<file path="config.mk">
export PLATFORM = sky130hd
export DESIGN_NAME = VideoPixelGen
export DESIGN_NICKNAME = d
export VERILOG_FILES = /design/src/source/PixelGenPkg.sv /design/src/source/DotSquareLayer.sv /design/src/source/DrawPosition.sv /design/src/source/PixelFifo.sv /design/src/source/SceneFade.sv /design/src/source/VideoPixelGen.sv
export SDC_FILE = /design/constraint.sdc
export NUM_CORES = 1
export LEC_CHECK = 0
export ABC_AREA = 1
export BUFFER_PORTS_ARGS = -buffer_cell sky130_fd_sc_hd__clkbuf_2
export CAP_MARGIN = 20
export CORE_UTILIZATION = 65
export DETAILED_ROUTE_END_ITERATION = 7
export PLACE_DENSITY_LB_ADDON = 0.25
export SLEW_MARGIN = 30
export SYNTH_ARGS = -nofsm -noshare
export SYNTH_HDL_FRONTEND = slang
export SYNTH_SLANG_ARGS = --single-unit
</file>
<file path="constraint.sdc">
create_clock -name iCLK -period 8.92 [get_ports iCLK]
set_clock_uncertainty 0.2 [all_clocks]
set_input_delay 0.446 -clock iCLK [delete_from_list [all_inputs] [get_ports iCLK]]
set_output_delay 0.446 -clock iCLK [all_outputs]
set_load 0.01 [all_outputs]
</file>
<file path="src/source/PixelGenPkg.sv">
// shared sizes, pixel types and FIFO limits of the pixel generator, imported by each module
package PixelGenPkg;

	// --------------------
	// display raster
	// --------------------
	localparam int hActive = 16;
	localparam int vActive = 8;
	localparam int hPosWidth = 4;
	localparam int vPosWidth = 3;

	typedef logic [hPosWidth-1:0] hPosType;
	typedef logic [vPosWidth-1:0] vPosType;

	// rectangle bound, signed so it can sit off screen
	typedef logic signed [5:0] coordType;

	// --------------------
	// color and fade
	// --------------------
	// rgb565, red in the top bits
	typedef logic [15:0] colorType;

	// dark grey under every uncovered pixel
	localparam colorType backgroundColor = 16'h18e3;

	// fade level runs 0 .. alphaFull
	localparam int alphaFull = 32;
	typedef logic [5:0] alphaType;

	// --------------------
	// output fifo
	// --------------------
	localparam int fifoDepth = 32;
	// raster stalls at this fill, leaving room for pixels in flight
	localparam int fifoAlmostFull = 24;

	typedef logic [$clog2(fifoDepth):0] fifoCountType;

	typedef struct packed
	{
		logic last;
		colorType color;
	} fifoWordType;

endpackage

</file>
<file path="src/source/DotSquareLayer.sv">
`timescale 1ns/1ns
// paints up to three solid rectangles over the background color, one register stage
module DotSquareLayer
	import PixelGenPkg::*;
(
	input  logic     iCLK,
	input  logic     reset,
	input  logic     pixelIssue,
	input  hPosType  hPos,
	input  vPosType  vPos,
	input  logic     frameLast,
	input  colorType squareColor1,
	input  coordType squareLeft1,
	input  coordType squareRight1,
	input  coordType squareTop1,
	input  coordType squareUnder1,
	input  colorType squareColor2,
	input  coordType squareLeft2,
	input  coordType squareRight2,
	input  coordType squareTop2,
	input  coordType squareUnder2,
	input  colorType squareColor3,
	input  coordType squareLeft3,
	input  coordType squareRight3,
	input  coordType squareTop3,
	input  coordType squareUnder3,
	output logic     squareValid,
	output colorType squareColor,
	output logic     squareLast
);

	coordType xPos;
	coordType yPos;
	logic hit1;
	logic hit2;
	logic hit3;
	colorType paintColor;

	// inclusive bounds, an inverted rectangle never matches
	function automatic logic inSquare(
		input coordType x,
		input coordType y,
		input coordType left,
		input coordType right,
		input coordType top,
		input coordType under
	);
		return (x >= left) && (x <= right) && (y >= top) && (y <= under);
	endfunction

	// screen position as signed coordinate
	assign xPos = coordType'(hPos);
	assign yPos = coordType'(vPos);

	assign hit1 = inSquare(xPos, yPos, squareLeft1, squareRight1, squareTop1, squareUnder1);
	assign hit2 = inSquare(xPos, yPos, squareLeft2, squareRight2, squareTop2, squareUnder2);
	assign hit3 = inSquare(xPos, yPos, squareLeft3, squareRight3, squareTop3, squareUnder3);

	// --------------------
	// priority select
	// --------------------
	// lowest number wins
	always_comb
	begin
		if (hit1)
			paintColor = squareColor1;
		else if (hit2)
			paintColor = squareColor2;
		else if (hit3)
			paintColor = squareColor3;
		else
			paintColor = backgroundColor;
	end

	// stage flags
	always_ff @(posedge iCLK)
	begin
		if (reset)
		begin
			squareValid <= 1'b0;
			squareLast <= 1'b0;
		end
		else
		begin
			squareValid <= pixelIssue;
			squareLast <= frameLast;
		end
	end

	// color held between pixels
	always_ff @(posedge iCLK)
	begin
		if (pixelIssue)
			squareColor <= paintColor;
	end

endmodule

</file>
<file path="src/source/DrawPosition.sv">
`timescale 1ns/1ns
// raster walk over the display, issues one pixel position per cycle while the FIFO has room
module DrawPosition
	import PixelGenPkg::*;
(
	input  logic         iCLK,
	input  logic         reset,
	input  fifoCountType fifoCount,
	output logic         pixelIssue,
	output hPosType      hPos,
	output vPosType      vPos,
	output logic         frameLast
);

	logic advance;
	logic lineEnd;
	logic frameEnd;

	// stall once the fifo reaches its almost-full level
	assign advance = fifoCount < fifoAlmostFull;

	assign lineEnd = hPos == hPosType'(hActive - 1);
	assign frameEnd = vPos == vPosType'(vActive - 1);

	// issued pixel is the last of the frame
	assign frameLast = pixelIssue && lineEnd && frameEnd;

	// --------------------
	// position counters
	// --------------------
	always_ff @(posedge iCLK)
	begin
		if (reset)
		begin
			pixelIssue <= 1'b0;
			// park on the last pixel, first issue is (0, 0)
			hPos <= hPosType'(hActive - 1);
			vPos <= vPosType'(vActive - 1);
		end
		else
		begin
			pixelIssue <= advance;
			if (advance)
			begin
				if (lineEnd)
				begin
					hPos <= '0;
					// wrap to top after last line
					vPos <= frameEnd ? '0 : vPos + 1'b1;
				end
				else
				begin
					hPos <= hPos + 1'b1;
				end
			end
		end
	end

endmodule

</file>
<file path="src/source/PixelFifo.sv">
`timescale 1ns/1ns
// output FIFO of finished pixels, popped by a read strobe, reports its fill to the raster walk
module PixelFifo
	import PixelGenPkg::*;
(
	input  logic         iCLK,
	input  logic         reset,
	input  logic         fadeValid,
	input  colorType     fadeColor,
	input  logic         fadeLast,
	input  logic         readStrobe,
	output fifoCountType fifoCount,
	output colorType     pixelData,
	output logic         pixelValid,
	output logic         frameEnd
);

	fifoWordType mem [fifoDepth];
	logic [$clog2(fifoDepth)-1:0] wrPtr;
	logic [$clog2(fifoDepth)-1:0] rdPtr;
	logic wrEn;
	logic rdEn;

	// full never happens with almost-full margin
	assign wrEn = fadeValid && (fifoCount != fifoDepth);
	// strobe on empty fifo ignored
	assign rdEn = readStrobe && (fifoCount != '0);

	// --------------------
	// pointers and count
	// --------------------
	always_ff @(posedge iCLK)
	begin
		if (reset)
		begin
			wrPtr <= '0;
			rdPtr <= '0;
			fifoCount <= '0;
			pixelValid <= 1'b0;
			frameEnd <= 1'b0;
		end
		else
		begin
			if (wrEn)
				wrPtr <= wrPtr + 1'b1;
			if (rdEn)
				rdPtr <= rdPtr + 1'b1;
			case ({wrEn, rdEn})
				2'b10: fifoCount <= fifoCount + 1'b1;
				2'b01: fifoCount <= fifoCount - 1'b1;
				default: fifoCount <= fifoCount;
			endcase
			// one cycle after accepted read
			pixelValid <= rdEn;
			frameEnd <= rdEn && mem[rdPtr].last;
		end
	end

	// storage and read data
	always_ff @(posedge iCLK)
	begin
		if (wrEn)
			mem[wrPtr] <= '{last: fadeLast, color: fadeColor};
		if (rdEn)
			pixelData <= mem[rdPtr].color;
	end

endmodule

</file>
<file path="src/source/SceneFade.sv">
`timescale 1ns/1ns
// steps a per-frame fade level and blends each pixel toward the scene color, one register stage
module SceneFade
	import PixelGenPkg::*;
(
	input  logic       iCLK,
	input  logic       reset,
	input  logic       squareValid,
	input  colorType   squareColor,
	input  logic       squareLast,
	input  colorType   sceneColor,
	input  logic [6:0] sceneFrameTiming,
	input  logic       sceneFrameAddEn,
	input  logic       sceneFrameSubEn,
	input  logic       sceneFrameReset,
	output logic       fadeValid,
	output colorType   fadeColor,
	output logic       fadeLast,
	output logic       alphaMax,
	output logic       alphaMin
);

	alphaType level;
	logic [6:0] frameCount;
	logic frameStep;
	logic timingHit;
	logic [5:0] mixRed;
	logic [5:0] mixGreen;
	logic [5:0] mixBlue;

	// (src * (32 - a) + scene * a) >> 5
	function automatic logic [5:0] blendChannel(
		input logic [5:0] src,
		input logic [5:0] scene,
		input alphaType alpha
	);
		logic [5:0] keep;
		logic [11:0] mix;
		keep = alphaType'(alphaFull) - alpha;
		mix = 12'(src) * 12'(keep) + 12'(scene) * 12'(alpha);
		// sum stays below 2048
		return mix[10:5];
	endfunction

	// frame-last pixel passing through
	assign frameStep = squareValid && squareLast;
	assign timingHit = frameCount == sceneFrameTiming;

	assign alphaMax = level == alphaType'(alphaFull);
	assign alphaMin = level == '0;

	// --------------------
	// fade level control
	// --------------------
	always_ff @(posedge iCLK)
	begin
		if (reset || sceneFrameReset)
		begin
			level <= '0;
			frameCount <= '0;
		end
		else if (frameStep)
		begin
			if (timingHit)
			begin
				frameCount <= '0;
				// add wins over sub, both saturate
				if (sceneFrameAddEn)
				begin
					if (!alphaMax)
						level <= level + 1'b1;
				end
				else if (sceneFrameSubEn)
				begin
					if (!alphaMin)
						level <= level - 1'b1;
				end
			end
			else
			begin
				frameCount <= frameCount + 1'b1;
			end
		end
	end

	// --------------------
	// blend
	// --------------------
	// 5-bit red and blue padded to 6
	always_comb
	begin
		mixRed = blendChannel({1'b0, squareColor[15:11]}, {1'b0, sceneColor[15:11]}, level);
		mixGreen = blendChannel(squareColor[10:5], sceneColor[10:5], level);
		mixBlue = blendChannel({1'b0, squareColor[4:0]}, {1'b0, sceneColor[4:0]}, level);
	end

	always_ff @(posedge iCLK)
	begin
		if (reset)
		begin
			fadeValid <= 1'b0;
			fadeLast <= 1'b0;
		end
		else
		begin
			fadeValid <= squareValid;
			fadeLast <= squareLast;
		end
	end

	// frame-last pixel still sees old level here
	always_ff @(posedge iCLK)
	begin
		if (squareValid)
			fadeColor <= {mixRed[4:0], mixGreen, mixBlue[4:0]};
	end

endmodule

</file>
<file path="src/source/VideoPixelGen.sv">
`timescale 1ns/1ns
// top level of the pixel generator, chains raster walk, rectangles, fade and output FIFO
module VideoPixelGen
	import PixelGenPkg::*;
(
	input  logic       iCLK,
	input  logic       reset,
	input  colorType   squareColor1,
	input  coordType   squareLeft1,
	input  coordType   squareRight1,
	input  coordType   squareTop1,
	input  coordType   squareUnder1,
	input  colorType   squareColor2,
	input  coordType   squareLeft2,
	input  coordType   squareRight2,
	input  coordType   squareTop2,
	input  coordType   squareUnder2,
	input  colorType   squareColor3,
	input  coordType   squareLeft3,
	input  coordType   squareRight3,
	input  coordType   squareTop3,
	input  coordType   squareUnder3,
	input  colorType   sceneColor,
	input  logic [6:0] sceneFrameTiming,
	input  logic       sceneFrameAddEn,
	input  logic       sceneFrameSubEn,
	input  logic       sceneFrameReset,
	input  logic       readStrobe,
	output colorType   pixelData,
	output logic       pixelValid,
	output logic       frameEnd,
	output logic       alphaMax,
	output logic       alphaMin,
	output hPosType    hPos,
	output vPosType    vPos
);

	fifoCountType fifoCount;
	logic pixelIssue;
	logic frameLast;
	logic squareValid;
	colorType squareColor;
	logic squareLast;
	logic fadeValid;
	colorType fadeColor;
	logic fadeLast;

	// --------------------
	// input side
	// --------------------
	// position also drives status outputs
	DrawPosition drawPosition (
		.iCLK(iCLK), .reset(reset),
		.fifoCount(fifoCount),
		.pixelIssue(pixelIssue),
		.hPos(hPos), .vPos(vPos),
		.frameLast(frameLast)
	);

	// --------------------
	// processing
	// --------------------
	DotSquareLayer dotSquareLayer (
		.iCLK(iCLK), .reset(reset),
		.pixelIssue(pixelIssue), .hPos(hPos), .vPos(vPos), .frameLast(frameLast),
		.squareColor1(squareColor1), .squareLeft1(squareLeft1), .squareRight1(squareRight1),
		.squareTop1(squareTop1), .squareUnder1(squareUnder1),
		.squareColor2(squareColor2), .squareLeft2(squareLeft2), .squareRight2(squareRight2),
		.squareTop2(squareTop2), .squareUnder2(squareUnder2),
		.squareColor3(squareColor3), .squareLeft3(squareLeft3), .squareRight3(squareRight3),
		.squareTop3(squareTop3), .squareUnder3(squareUnder3),
		.squareValid(squareValid), .squareColor(squareColor), .squareLast(squareLast)
	);

	SceneFade sceneFade (
		.iCLK(iCLK), .reset(reset),
		.squareValid(squareValid), .squareColor(squareColor), .squareLast(squareLast),
		.sceneColor(sceneColor),
		.sceneFrameTiming(sceneFrameTiming),
		.sceneFrameAddEn(sceneFrameAddEn),
		.sceneFrameSubEn(sceneFrameSubEn),
		.sceneFrameReset(sceneFrameReset),
		.fadeValid(fadeValid), .fadeColor(fadeColor), .fadeLast(fadeLast),
		.alphaMax(alphaMax), .alphaMin(alphaMin)
	);

	// --------------------
	// output side
	// --------------------
	// fill level throttles the raster walk
	PixelFifo pixelFifo (
		.iCLK(iCLK), .reset(reset),
		.fadeValid(fadeValid), .fadeColor(fadeColor), .fadeLast(fadeLast),
		.readStrobe(readStrobe),
		.fifoCount(fifoCount),
		.pixelData(pixelData), .pixelValid(pixelValid), .frameEnd(frameEnd)
	);

endmodule

</file>
# After elaboration in Yosys (flattened, before gate mapping)
# Memory sizes are Yosys's and may differ from the RTL's. A register that Yosys moved wholly into a read port is not among the register bits.
# Index checks and enable logic that the tools add are counted.
# totals
register_bits	91
input_bits	149
ram_bits	544
elab_cells	96
output_inout_bits	27
memories	1
# classes
n_mul	6
addsub	13
n_eq_ne	9
reduce_logical	22
magnitude_cmp	13
muxes	15
# memory_table
name	depth	width	read_ports	rd_ports_with_merged_regs	write_ports	line	rtl
pixelFifo.mem	32	17	1	1	1	PixelFifo.sv:18	fifoWordType mem [fifoDepth];
# ops
operator	n
16-bit 2-to-1 mux	3
5-bit by 6-bit multiplier with 10-bit output	4
6-bit 2-to-1 mux	4
6-bit by 6-bit multiplier with 11-bit output	2
10-bit adder	2
4-bit by 6-bit greater-or-equal comparator with 1-bit output	3
5-bit by 6-bit greater-or-equal comparator with 1-bit output	3
4-bit by 6-bit <= comparator with 1-bit output	3
5-bit by 6-bit <= comparator with 1-bit output	3
1-bit logical AND	15
6-bit by 1-bit adder with 6-bit output (second input constant)	2
6-bit case mux with 2 select lines	1
6-bit by 1-bit subtractor with 6-bit output (second input constant)	2
11-bit adder	1
5-bit by 1-bit adder with 5-bit output (second input constant)	2
5-bit 2-to-1 mux	2
7-bit by 1-bit adder with 7-bit output (second input constant)	1
7-bit equality test	1
7-bit 2-to-1 mux	1
6-bit equality test (second input constant)	1
6-bit zero test	1
6-bit by 5-bit < comparator with 1-bit output (second input constant)	1
6-bit != test (second input constant)	1
6-bit nonzero test	1
other kinds (15)	18

# Longest topological paths before layout
# Gate-level depths: netlist of run 1.
# depth
word_depth	7
mapped_depth	27
ltp_nobuf	26

# By module
# From an unflattened synthesis of run 1, not the netlist that was laid out.
# unflattened
hier_cells	3489
hier_area_um2	34431.8
# by_module_without_submodules
module	area_per_inst_um2	cells_each	seq_area_each_um2	n_inst
PixelFifo	23686.5	2006	17276.6	1
SceneFade	7542.2	1012	780.7	1
DotSquareLayer	2811.4	419	520.5	1
DrawPosition	391.6	52	160.2	1

# Worst setup path before layout of run 1
# Ideal clock, no wire load.
# synth_path
path_kind	register to register
from	register sceneFade.level[0]
to	register sceneFade.fadeColor[15], data pin
setup_slack_ps	3432
setup_time_ps	252
n_path_buf	3
period_less_slack_ps	5488
t_arrival_ps	5036
t_required_ps	8468
path_stages_with_launch	22
path_cell_list	dfxtp_1 buf_6 inv_1 ha_1 clkbuf_1 clkbuf_1 nand2_1 fa_1 inv_1 fa_1 fa_1 fa_1 inv_1 fa_1 inv_1 ha_1 a21oi_1 nand2_1 nand2_1 nand2_1 nand3_1 nand2_1
# synth_via
elab_chain_cells	3
elab_cells_between_ends	4
cone_classes	add/sub: 2; mul: 2
# synth_rtl
item	line	rtl
start, declared	SceneFade.sv:23	alphaType level;
start signal, assigned	SceneFade.sv:71	level <= level + 1'b1;
start signal, assigned	SceneFade.sv:76	level <= level - 1'b1;
6-bit subtractor	SceneFade.sv:39	keep = alphaType'(alphaFull) - alpha;
5-bit by 6-bit multiplier with 10-bit output	SceneFade.sv:40	mix = 12'(src) * 12'(keep) + 12'(scene) * 12'(alpha);
10-bit adder *	SceneFade.sv:40	
net sceneFade.mixRed[4]	SceneFade.sv:27	logic [5:0] mixRed;
end signal, assigned	SceneFade.sv:115	fadeColor <= {mixRed[4:0], mixGreen, mixBlue[4:0]};
end, declared	SceneFade.sv:17	output colorType fadeColor,
# The timed path passes the listed nets; every way through them passes the cells marked *.
# A chain may end at the register's enable or synchronous reset.

# Final worst setup path of run 1
# layout_path
from	register sceneFade.level[1]
to	register sceneFade.fadeColor[13], data pin
# Same word-level chain as after synthesis.

==> results of run 1 <==
## synthesized netlist by cell type, types with 2 or more instances
library cell	count	area, um^2
edfxtp_1	592	17800
nand2_1	493	1850
inv_1	420	1580
nor2_1	409	1540
o21ai_0	283	1420
ha_1	146	1830
fa_1	117	2340
o221ai_1	114	998
nand3_1	101	505
clkbuf_1	51	191
buf_2	50	250
dfxtp_1	48	961
a21oi_1	45	225
nand4_1	34	213
xor2_1	24	210
o21ai_1	21	105
o211ai_1	20	150
xnor2_1	20	175
buf_6	14	158
buf_4	13	97.6
o22ai_1	12	75.1
o21bai_1	11	82.6
nor3_1	10	50.1
nand3b_1	9	67.6
clkbuf_2	6	30.0
buf_1	5	18.8
inv_2	5	18.8
a211oi_1	4	30.0
nor2_2	4	25.0
a21o_1	3	22.5
nand2_2	3	18.8
nor3b_1	3	22.5
a31oi_1	2	12.5
clkinv_1	2	7.51
nand3_2	2	20.0
nand4_2	2	25.0
nor4_1	2	12.5
o21bai_2	2	22.5
## cell families after synthesis
family	after synthesis	share of synthesized area, %
buffers and inverters	568	7.13
flip-flops	640	56.4
XOR/XNOR	44	1.16
adder cells (fa/ha/maj)	263	12.5
AND/OR/NAND/NOR	1078	13.3
AO/OA/AOI/OAI	519	9.50
## final cells by class
cell class | count | area [um^2] | share of cell area [%]
Tap cell | 672 | 841 | 2.28
Inverter | 428 | 1610 | 4.37
Clock inverter | 33 | 269 | 0.729
Clock buffer | 79 | 1610 | 4.38
Timing Repair Buffer | 256 | 1640 | 4.44
Multi-Input combinational cell | 1904 | 12200 | 33.0
Sequential cell | 640 | 18700 | 50.8
## report_power, final
group / switching [uW] / internal [uW]
registers: 225 / 3480
logic: 1270 / 610
clock network: 1080 / 1360
## per-layer routing
metal	share of wire (%)	vias up	track usage (%)
met5	0.012	-	0
met4	3.7	2	12.1
met3	9.2	171	5.09
met2	49	1296	53.9
met1	38	11500	39.8
li1	-	11000	-
## worst max-delay path by stage
stage          depth (start not counted)                                 to                             from  slack (ps)
2_1_floorplan                         21  sceneFade.fadeColor[15]$_DFFE_PP_  sceneFade.level[0]$_SDFFE_PP0P_        3430
3_3_place_gp                          18  sceneFade.fadeColor[14]$_DFFE_PP_  sceneFade.level[1]$_SDFFE_PP0P_        2590
3_5_place_dp                          18  sceneFade.fadeColor[13]$_DFFE_PP_  sceneFade.level[1]$_SDFFE_PP0P_        2460
4_1_cts                               18  sceneFade.fadeColor[13]$_DFFE_PP_  sceneFade.level[1]$_SDFFE_PP0P_        2470
5_1_grt                               21  sceneFade.fadeColor[14]$_DFFE_PP_  sceneFade.level[1]$_SDFFE_PP0P_        2190
6_report                              21  sceneFade.fadeColor[13]$_DFFE_PP_  sceneFade.level[1]$_SDFFE_PP0P_        2500
## sequential cells by signal (all words and copies together), names as in the netlist, 3 cells and up, named ones only
name                        cells
drawPosition.hPos               4
drawPosition.vPos               3
pixelFifo.pixelData            16
sceneFade.level                 6
pixelFifo.rdPtr                 5
dotSquareLayer.squareColor     16
pixelFifo.fifoCount             6
sceneFade.frameCount            7
pixelFifo.wrPtr                 5
sceneFade.fadeColor            16
pixelFifo.mem                 544
## metrics by stage
stage / std cells / cell area (um^2) / hold WS [ps]
floorplan: 3112 / 33200 / 203
finish: 4012 / 36900 / 21.1
CTS: 4010 / 36800 / 0.792
global placement: 3864 / 34500 / 237
detailed placement: 3876 / 34700 / 235
global route: 4012 / 36900 / 25.1
## worst min-delay path: cells and delay by family
kind	cells	cell delay (ps)
buffers and inverters	1	80
AND/OR/NAND/NOR	3	210
==> metrics.md, run 1 <==
| Metric | Value |
|---|---|
| GPL Wtd Cong | `0.916` |
| Final Util | `73.4%` |
| Post-synth EDFFs | `592` |
| Vias in the first global route | `24200` |
| Die area | `0.0520 mm^2` |
| Setup crit end kind | `flop` |
| Die Ht | `228 um` |
| CTS Buf Count | `60` |
| CP max stage cell | `dfxtp_1` |
| Final Worst Setup Slack | `2500 ps` |
| Synthesized area per cell | `10.7 um^2` |
| Syn. warnings | `0` |
| Initial DRC count | `2467` |
| CTS clk-pin slew, worst paths | `60 ps` |
| Die span in x | `228 um` |
| Final nets | `3702` |
| Slew @ Worst Pin | `970 ps` |
| Crit Path Category | `reg -> reg` |
| DR pass1 iterations | `5` |
| H-tree Lvls | `2` |
| Post-CTS Hold Buffers | `22` |
| Worst-skew pair later-pin latency | `640 ps` |
| WL per Instance | `20.2 um` |
| Resize count post-CTS | `0` |
| Std cell rows | `82` |
| Most frequent cells in the layout | `edfxtp_1 (592), nand2_1 (493), inv_1 (419), nor2_1 (405), o21ai_0 (283)` |
| Sink Count | `640` |
| WP buf/inv | `6` |
| Startpoint Class | `flop` |
| Crit path cell chain | `inv_1 -> ha_1 -> nand2_1 -> o21ai_0 -> nand2_1 -> clkinv_1 -> nand2_1 -> fa_1 -> fa_1 -> inv_1 -> fa_1 -> fa_1 -> inv_1 -> fa_1 -> inv_1 -> ha_1 -> nand2_1 -> inv_1 -> nand4_1 -> o211ai_1 -> xor2_1` |
| Max Fclk | `0.156 GHz` |
| Worst Path Max Fanout | `20` |
| Largest vdd supply drop | `0.174 mV` |
| Placeable Area | `0.0503 mm^2` |
| DP HPWL | `52.2 mm` |
| Hold Path Sink | `dotSquareLayer.squareColor[11]$_DFFE_PP_` |
| Total Power | `8030 uW` |
| DR DRC count | `0` |
| Proportion of layout cells with a drive suffix above 1 | `10.6%` |
| WP data required | `9090 ps` |
| Cell depth of the worst hold path | `4` |
| R2R Path End | `sceneFade.fadeColor[13]$_DFFE_PP_` |
| Overflow after GRT | `0` |
| Commonest non-fill, non-tap cell in the layout | `edfxtp_1` |
| Final ANT Viol Nets | `0` |
| Sequential area share after synthesis | `56.4%` |
| Clock Tree Root | `clkbuf_16` |
| Setup TNS | `0 ps` |
| PD cells | `218 mW/mm^2` |
| Hold Crit Class | `in -> reg` |
| Fill cell count | `3457` |
| Slew headroom | `35.2%` |
| Ys async rst share | `0%` |
| R2r worst-path depth | `21` |
| Largest net degree at the start of global routing | `111` |
| Hold path start | `squareColor3[11]` |
| R2R setup slack | `2500 ps` |
| Syn nets | `3524` |
| RSZ-0062 raised after global routing | `no` |
| Area grow syn2layout | `11.0%` |
| Main synth FF type | `edfxtp_1` |
| Antenna violations before repair | `1` |
| Max cap viols | `0` |
| Top Family by Delay on Critical Path | `adder cells` |
| Avg Vias per Cell | `5.97` |
| First-pass GRT wire length | `126 mm` |
| Number of port buffers | `175` |
| Max Root-Sink Buffers | `3` |
| Period minus WS final | `6420 ps` |
| I/O pin total | `176` |
| Pre-CTS setup slack | `2460 ps` |
| Via Count | `23900` |
| Routed WL | `81.1 mm` |
| Post-Syn Instances | `3112` |
| CP max stage delay | `900 ps` |
| RR Startpoint | `sceneFade.level[1]$_SDFFE_PP0P_` |
| Final Hold Fails | `0` |
| Ant diodes | `0` |
| Mapped Area | `0.0332 mm^2` |
| CTS tree | `built` |
| GRT Total Usage | `31.3%` |
| P_leak | `0.0154 uW` |
| Post-synthesis register bit count | `640` |
| Outcome | `finished clean` |
| Final critical-path share of the clock period | `72.0%` |
| Setup Viol. Count Final | `0` |
| Post-CTS setup buffers | `0` |
| Starting Density | `66.1%` |
| Synth unique cells | `48` |
| Fin. max-slew vios | `0` |
| CP Data Arrival Time | `6580 ps` |
Note: power is estimated with default switching activity, not from simulation.
==> inputs of run 2 (changes only) <==
CORE_UTILIZATION = 56   (was 65)
clock period = 5.9 ns   (was 8.92 ns; I/O delays follow)
==> run 2 against run 1 <==
Against the previous run: final area grew 1.6%; die area grew 16%; sequential power grew 50%; cell count grew 3.1%; count of clock-buffer cells in the layout grew 9; core utilization shrank 8.9 points; routed wire length grew 3.1%; non-clock buffer count grew 25; sequential share of layout area shrank 0.77 points; critical endpoint is now sceneFade.fadeColor[14]$_DFFE_PP_; largest cell class unchanged; highest routed layer is now met4.
==> metrics.md, run 2 (synthesis results as in run 1) <==
| Metric | Value |
|---|---|
| Vias in the first global route | `24000` |
| CP max stage delay | `550 ps` |
| WP data required | `6040 ps` |
| Antenna violations before repair | `1` |
| Slew @ Worst Pin | `919 ps` |
| Avg Vias per Cell | `5.78` |
| Starting Density | `57.2%` |
| Startpoint Class | `flop` |
| Fin. max-slew vios | `0` |
| Non-filler cells, final | `4136` |
| Routed WL | `83.6 mm` |
| Top Family by Delay on Critical Path | `adder cells` |
| Setup crit end kind | `flop` |
| Final nets | `3734` |
| Std cell rows | `88` |
| Largest register FFs | `544` |
| Worst-skew pair later-pin latency | `610 ps` |
| Period minus WS final | `5750 ps` |
| DP HPWL | `53.9 mm` |
| Largest vdd supply drop | `0.266 mV` |
| Die area | `0.0603 mm^2` |
| Max cap viols | `0` |
| Commonest non-fill, non-tap cell in the layout | `edfxtp_1` |
| First-pass GRT wire length | `129 mm` |
| Final Util | `64.4%` |
| Die Ht | `246 um` |
| WL per Instance | `20.2 um` |
| Fill cell count | `4493` |
| CTS clk-pin slew, worst paths | `60 ps` |
| CP max stage cell | `fa_1` |
| CTS Buf Count | `67` |
| Outcome | `finished clean` |
| GRT Total Usage | `28.0%` |
| Final critical-path share of the clock period | `97.4%` |
| Crit path cell chain | `inv_1 -> ha_1 -> nand4_1 -> nand2_1 -> clkinv_1 -> nand2_1 -> fa_1 -> fa_1 -> inv_1 -> fa_1 -> fa_1 -> inv_1 -> fa_1 -> inv_1 -> ha_1 -> nand2_1 -> a21oi_1 -> a211oi_1 -> nand2_1 -> xor2_1` |
| Worst Path Max Fanout | `10` |
| DR pass1 iterations | `5` |
| Final ANT Viol Nets | `0` |
| Initial DRC count | `2020` |
| Setup Viol. Count Final | `0` |
| CTS tree | `built` |
| Largest net degree at the start of global routing | `161` |
| Most flops, register | `pixelFifo.mem` |
| P_leak | `0.0156 uW` |
| Setup TNS | `0 ps` |
| Max Root-Sink Buffers | `3` |
| Clock Tree Root | `clkbuf_16` |
| I/O pin total | `176` |
| Area grow syn2layout | `12.7%` |
| WP buf/inv | `5` |
| Final Hold Fails | `0` |
| DR DRC count | `0` |
| Crit Path Category | `reg -> reg` |
| Most frequent cells in the layout | `edfxtp_1 (592), nand2_1 (493), inv_1 (418), nor2_1 (409), o21ai_0 (283)` |
| Hold Crit Class | `in -> reg` |
| H-tree Lvls | `3` |
| Total Power | `12600 uW` |
| Placeable Area | `0.0581 mm^2` |
| RSZ-0062 raised after global routing | `no` |
| Via Count | `23900` |
| Overflow after GRT | `0` |
| Hold path start | `sceneFrameAddEn` |
| GPL Wtd Cong | `0.904` |
| Max Fclk | `0.174 GHz` |
| Die span in x | `246 um` |
| CP Data Arrival Time | `5880 ps` |
| PD cells | `335 mW/mm^2` |
| Proportion of layout cells with a drive suffix above 1 | `10.9%` |
| CP startpoint | `sceneFade.level[0]$_SDFFE_PP0P_` |
| RR Startpoint | `sceneFade.level[0]$_SDFFE_PP0P_` |
| Slew headroom | `38.8%` |
| Number of port buffers | `175` |
| Placed cells | `3981` |
| Most frequent CP cell | `fa_1` |
| Sink Count | `640` |
-- run 2: changes by cell type in the layout (fill, tap and decap cells not counted), moves of 4 or more --
| cell | previous run | this run |
|---|---|---|
| nor2_1 | 405 | 409 |
| dlygate4sd3_1 | 22 | 35 |
| buf_4 | 42 | 54 |
| clkbuf_16 | 61 | 69 |
| buf_6 | 8 | 4 |
| clkinv_2 | 16 | 11 |
-- run 2: power by group --
part	internal, uW	switching (uW)	total, uW
Combinational	940	1960	2900
Sequential	5270	313	5580
Clock	2400	1670	4080
Total	8610	3940	12600
-- run 2: layout make-up --
cell class	instances	area, um^2	share of cell area [%]
timing repair buffer	281	1880	5.02
clock inverter	29	282	0.752
tap	765	957	2.56
sequential	640	18700	50.1
antenna	1	2.50	0.00668
multi-input combinational	1904	12100	32.4
clock buffer	88	1830	4.88
inverter	428	1620	4.33
-- run 2: final timing paths --
path	endpoint	slack, ps	depth (start not counted)
max	sceneFade.fadeColor[14]$_DFFE_PP_	150	20
min	sceneFade.level[5]$_SDFFE_PP0P_	30	5
max reg2reg	sceneFade.fadeColor[14]$_DFFE_PP_	150	20
min reg2reg	sceneFade.fadeLast$_SDFF_PP0_	230	2
-- run 2: stage by stage --
| stage | instance area [um^2] | setup WS, ps | hold WS [ps] |
|---|---|---|---|
| 2_1_floorplan | 33200 | 412 | 174 |
| 3_3_place_gp | 34800 | 546 | 223 |
| 3_5_place_dp | 35000 | 176 | 228 |
| 4_1_cts | 37400 | 172 | 7.22 |
| 5_1_grt | 37500 | 4.43 | 63.8 |
| 6_report | 37500 | 153 | 29.4 |
-- run 2: worst reg2reg max path: stages, from the launching register on --
cell	delay, ps
dfxtp_1	320
inv_1	90
ha_1	230
nand4_1	200
nand2_1	150
clkinv_1	360
nand2_1	200
fa_1	450
fa_1	520
inv_1	50
fa_1	480
fa_1	550
inv_1	50
fa_1	530
inv_1	40
ha_1	360
nand2_1	90
a21oi_1	70
a211oi_1	260
nand2_1	110
xor2_1	160
-- run 2: metal layers --
| metal | track usage (%) | part of all wire (%) |
|---|---|---|
| met4 | 11.1 | 3.4 |
| met1 | 35.5 | 38 |
| met2 | 47.7 | 49 |
| met5 | 0 | 0 |
| met3 | 5.00 | 9.2 |
-- run 2: timing repair --
| action | CTS | global route |
|---|---|---|
| setup endpoints to repair | 0 | 2 |
| resized for setup | 0 | 2 |
| endpoints found under the hold margin | 30 | 0 |
| setup buffers | 0 | 2 |
| hold buffers | 35 | 0 |
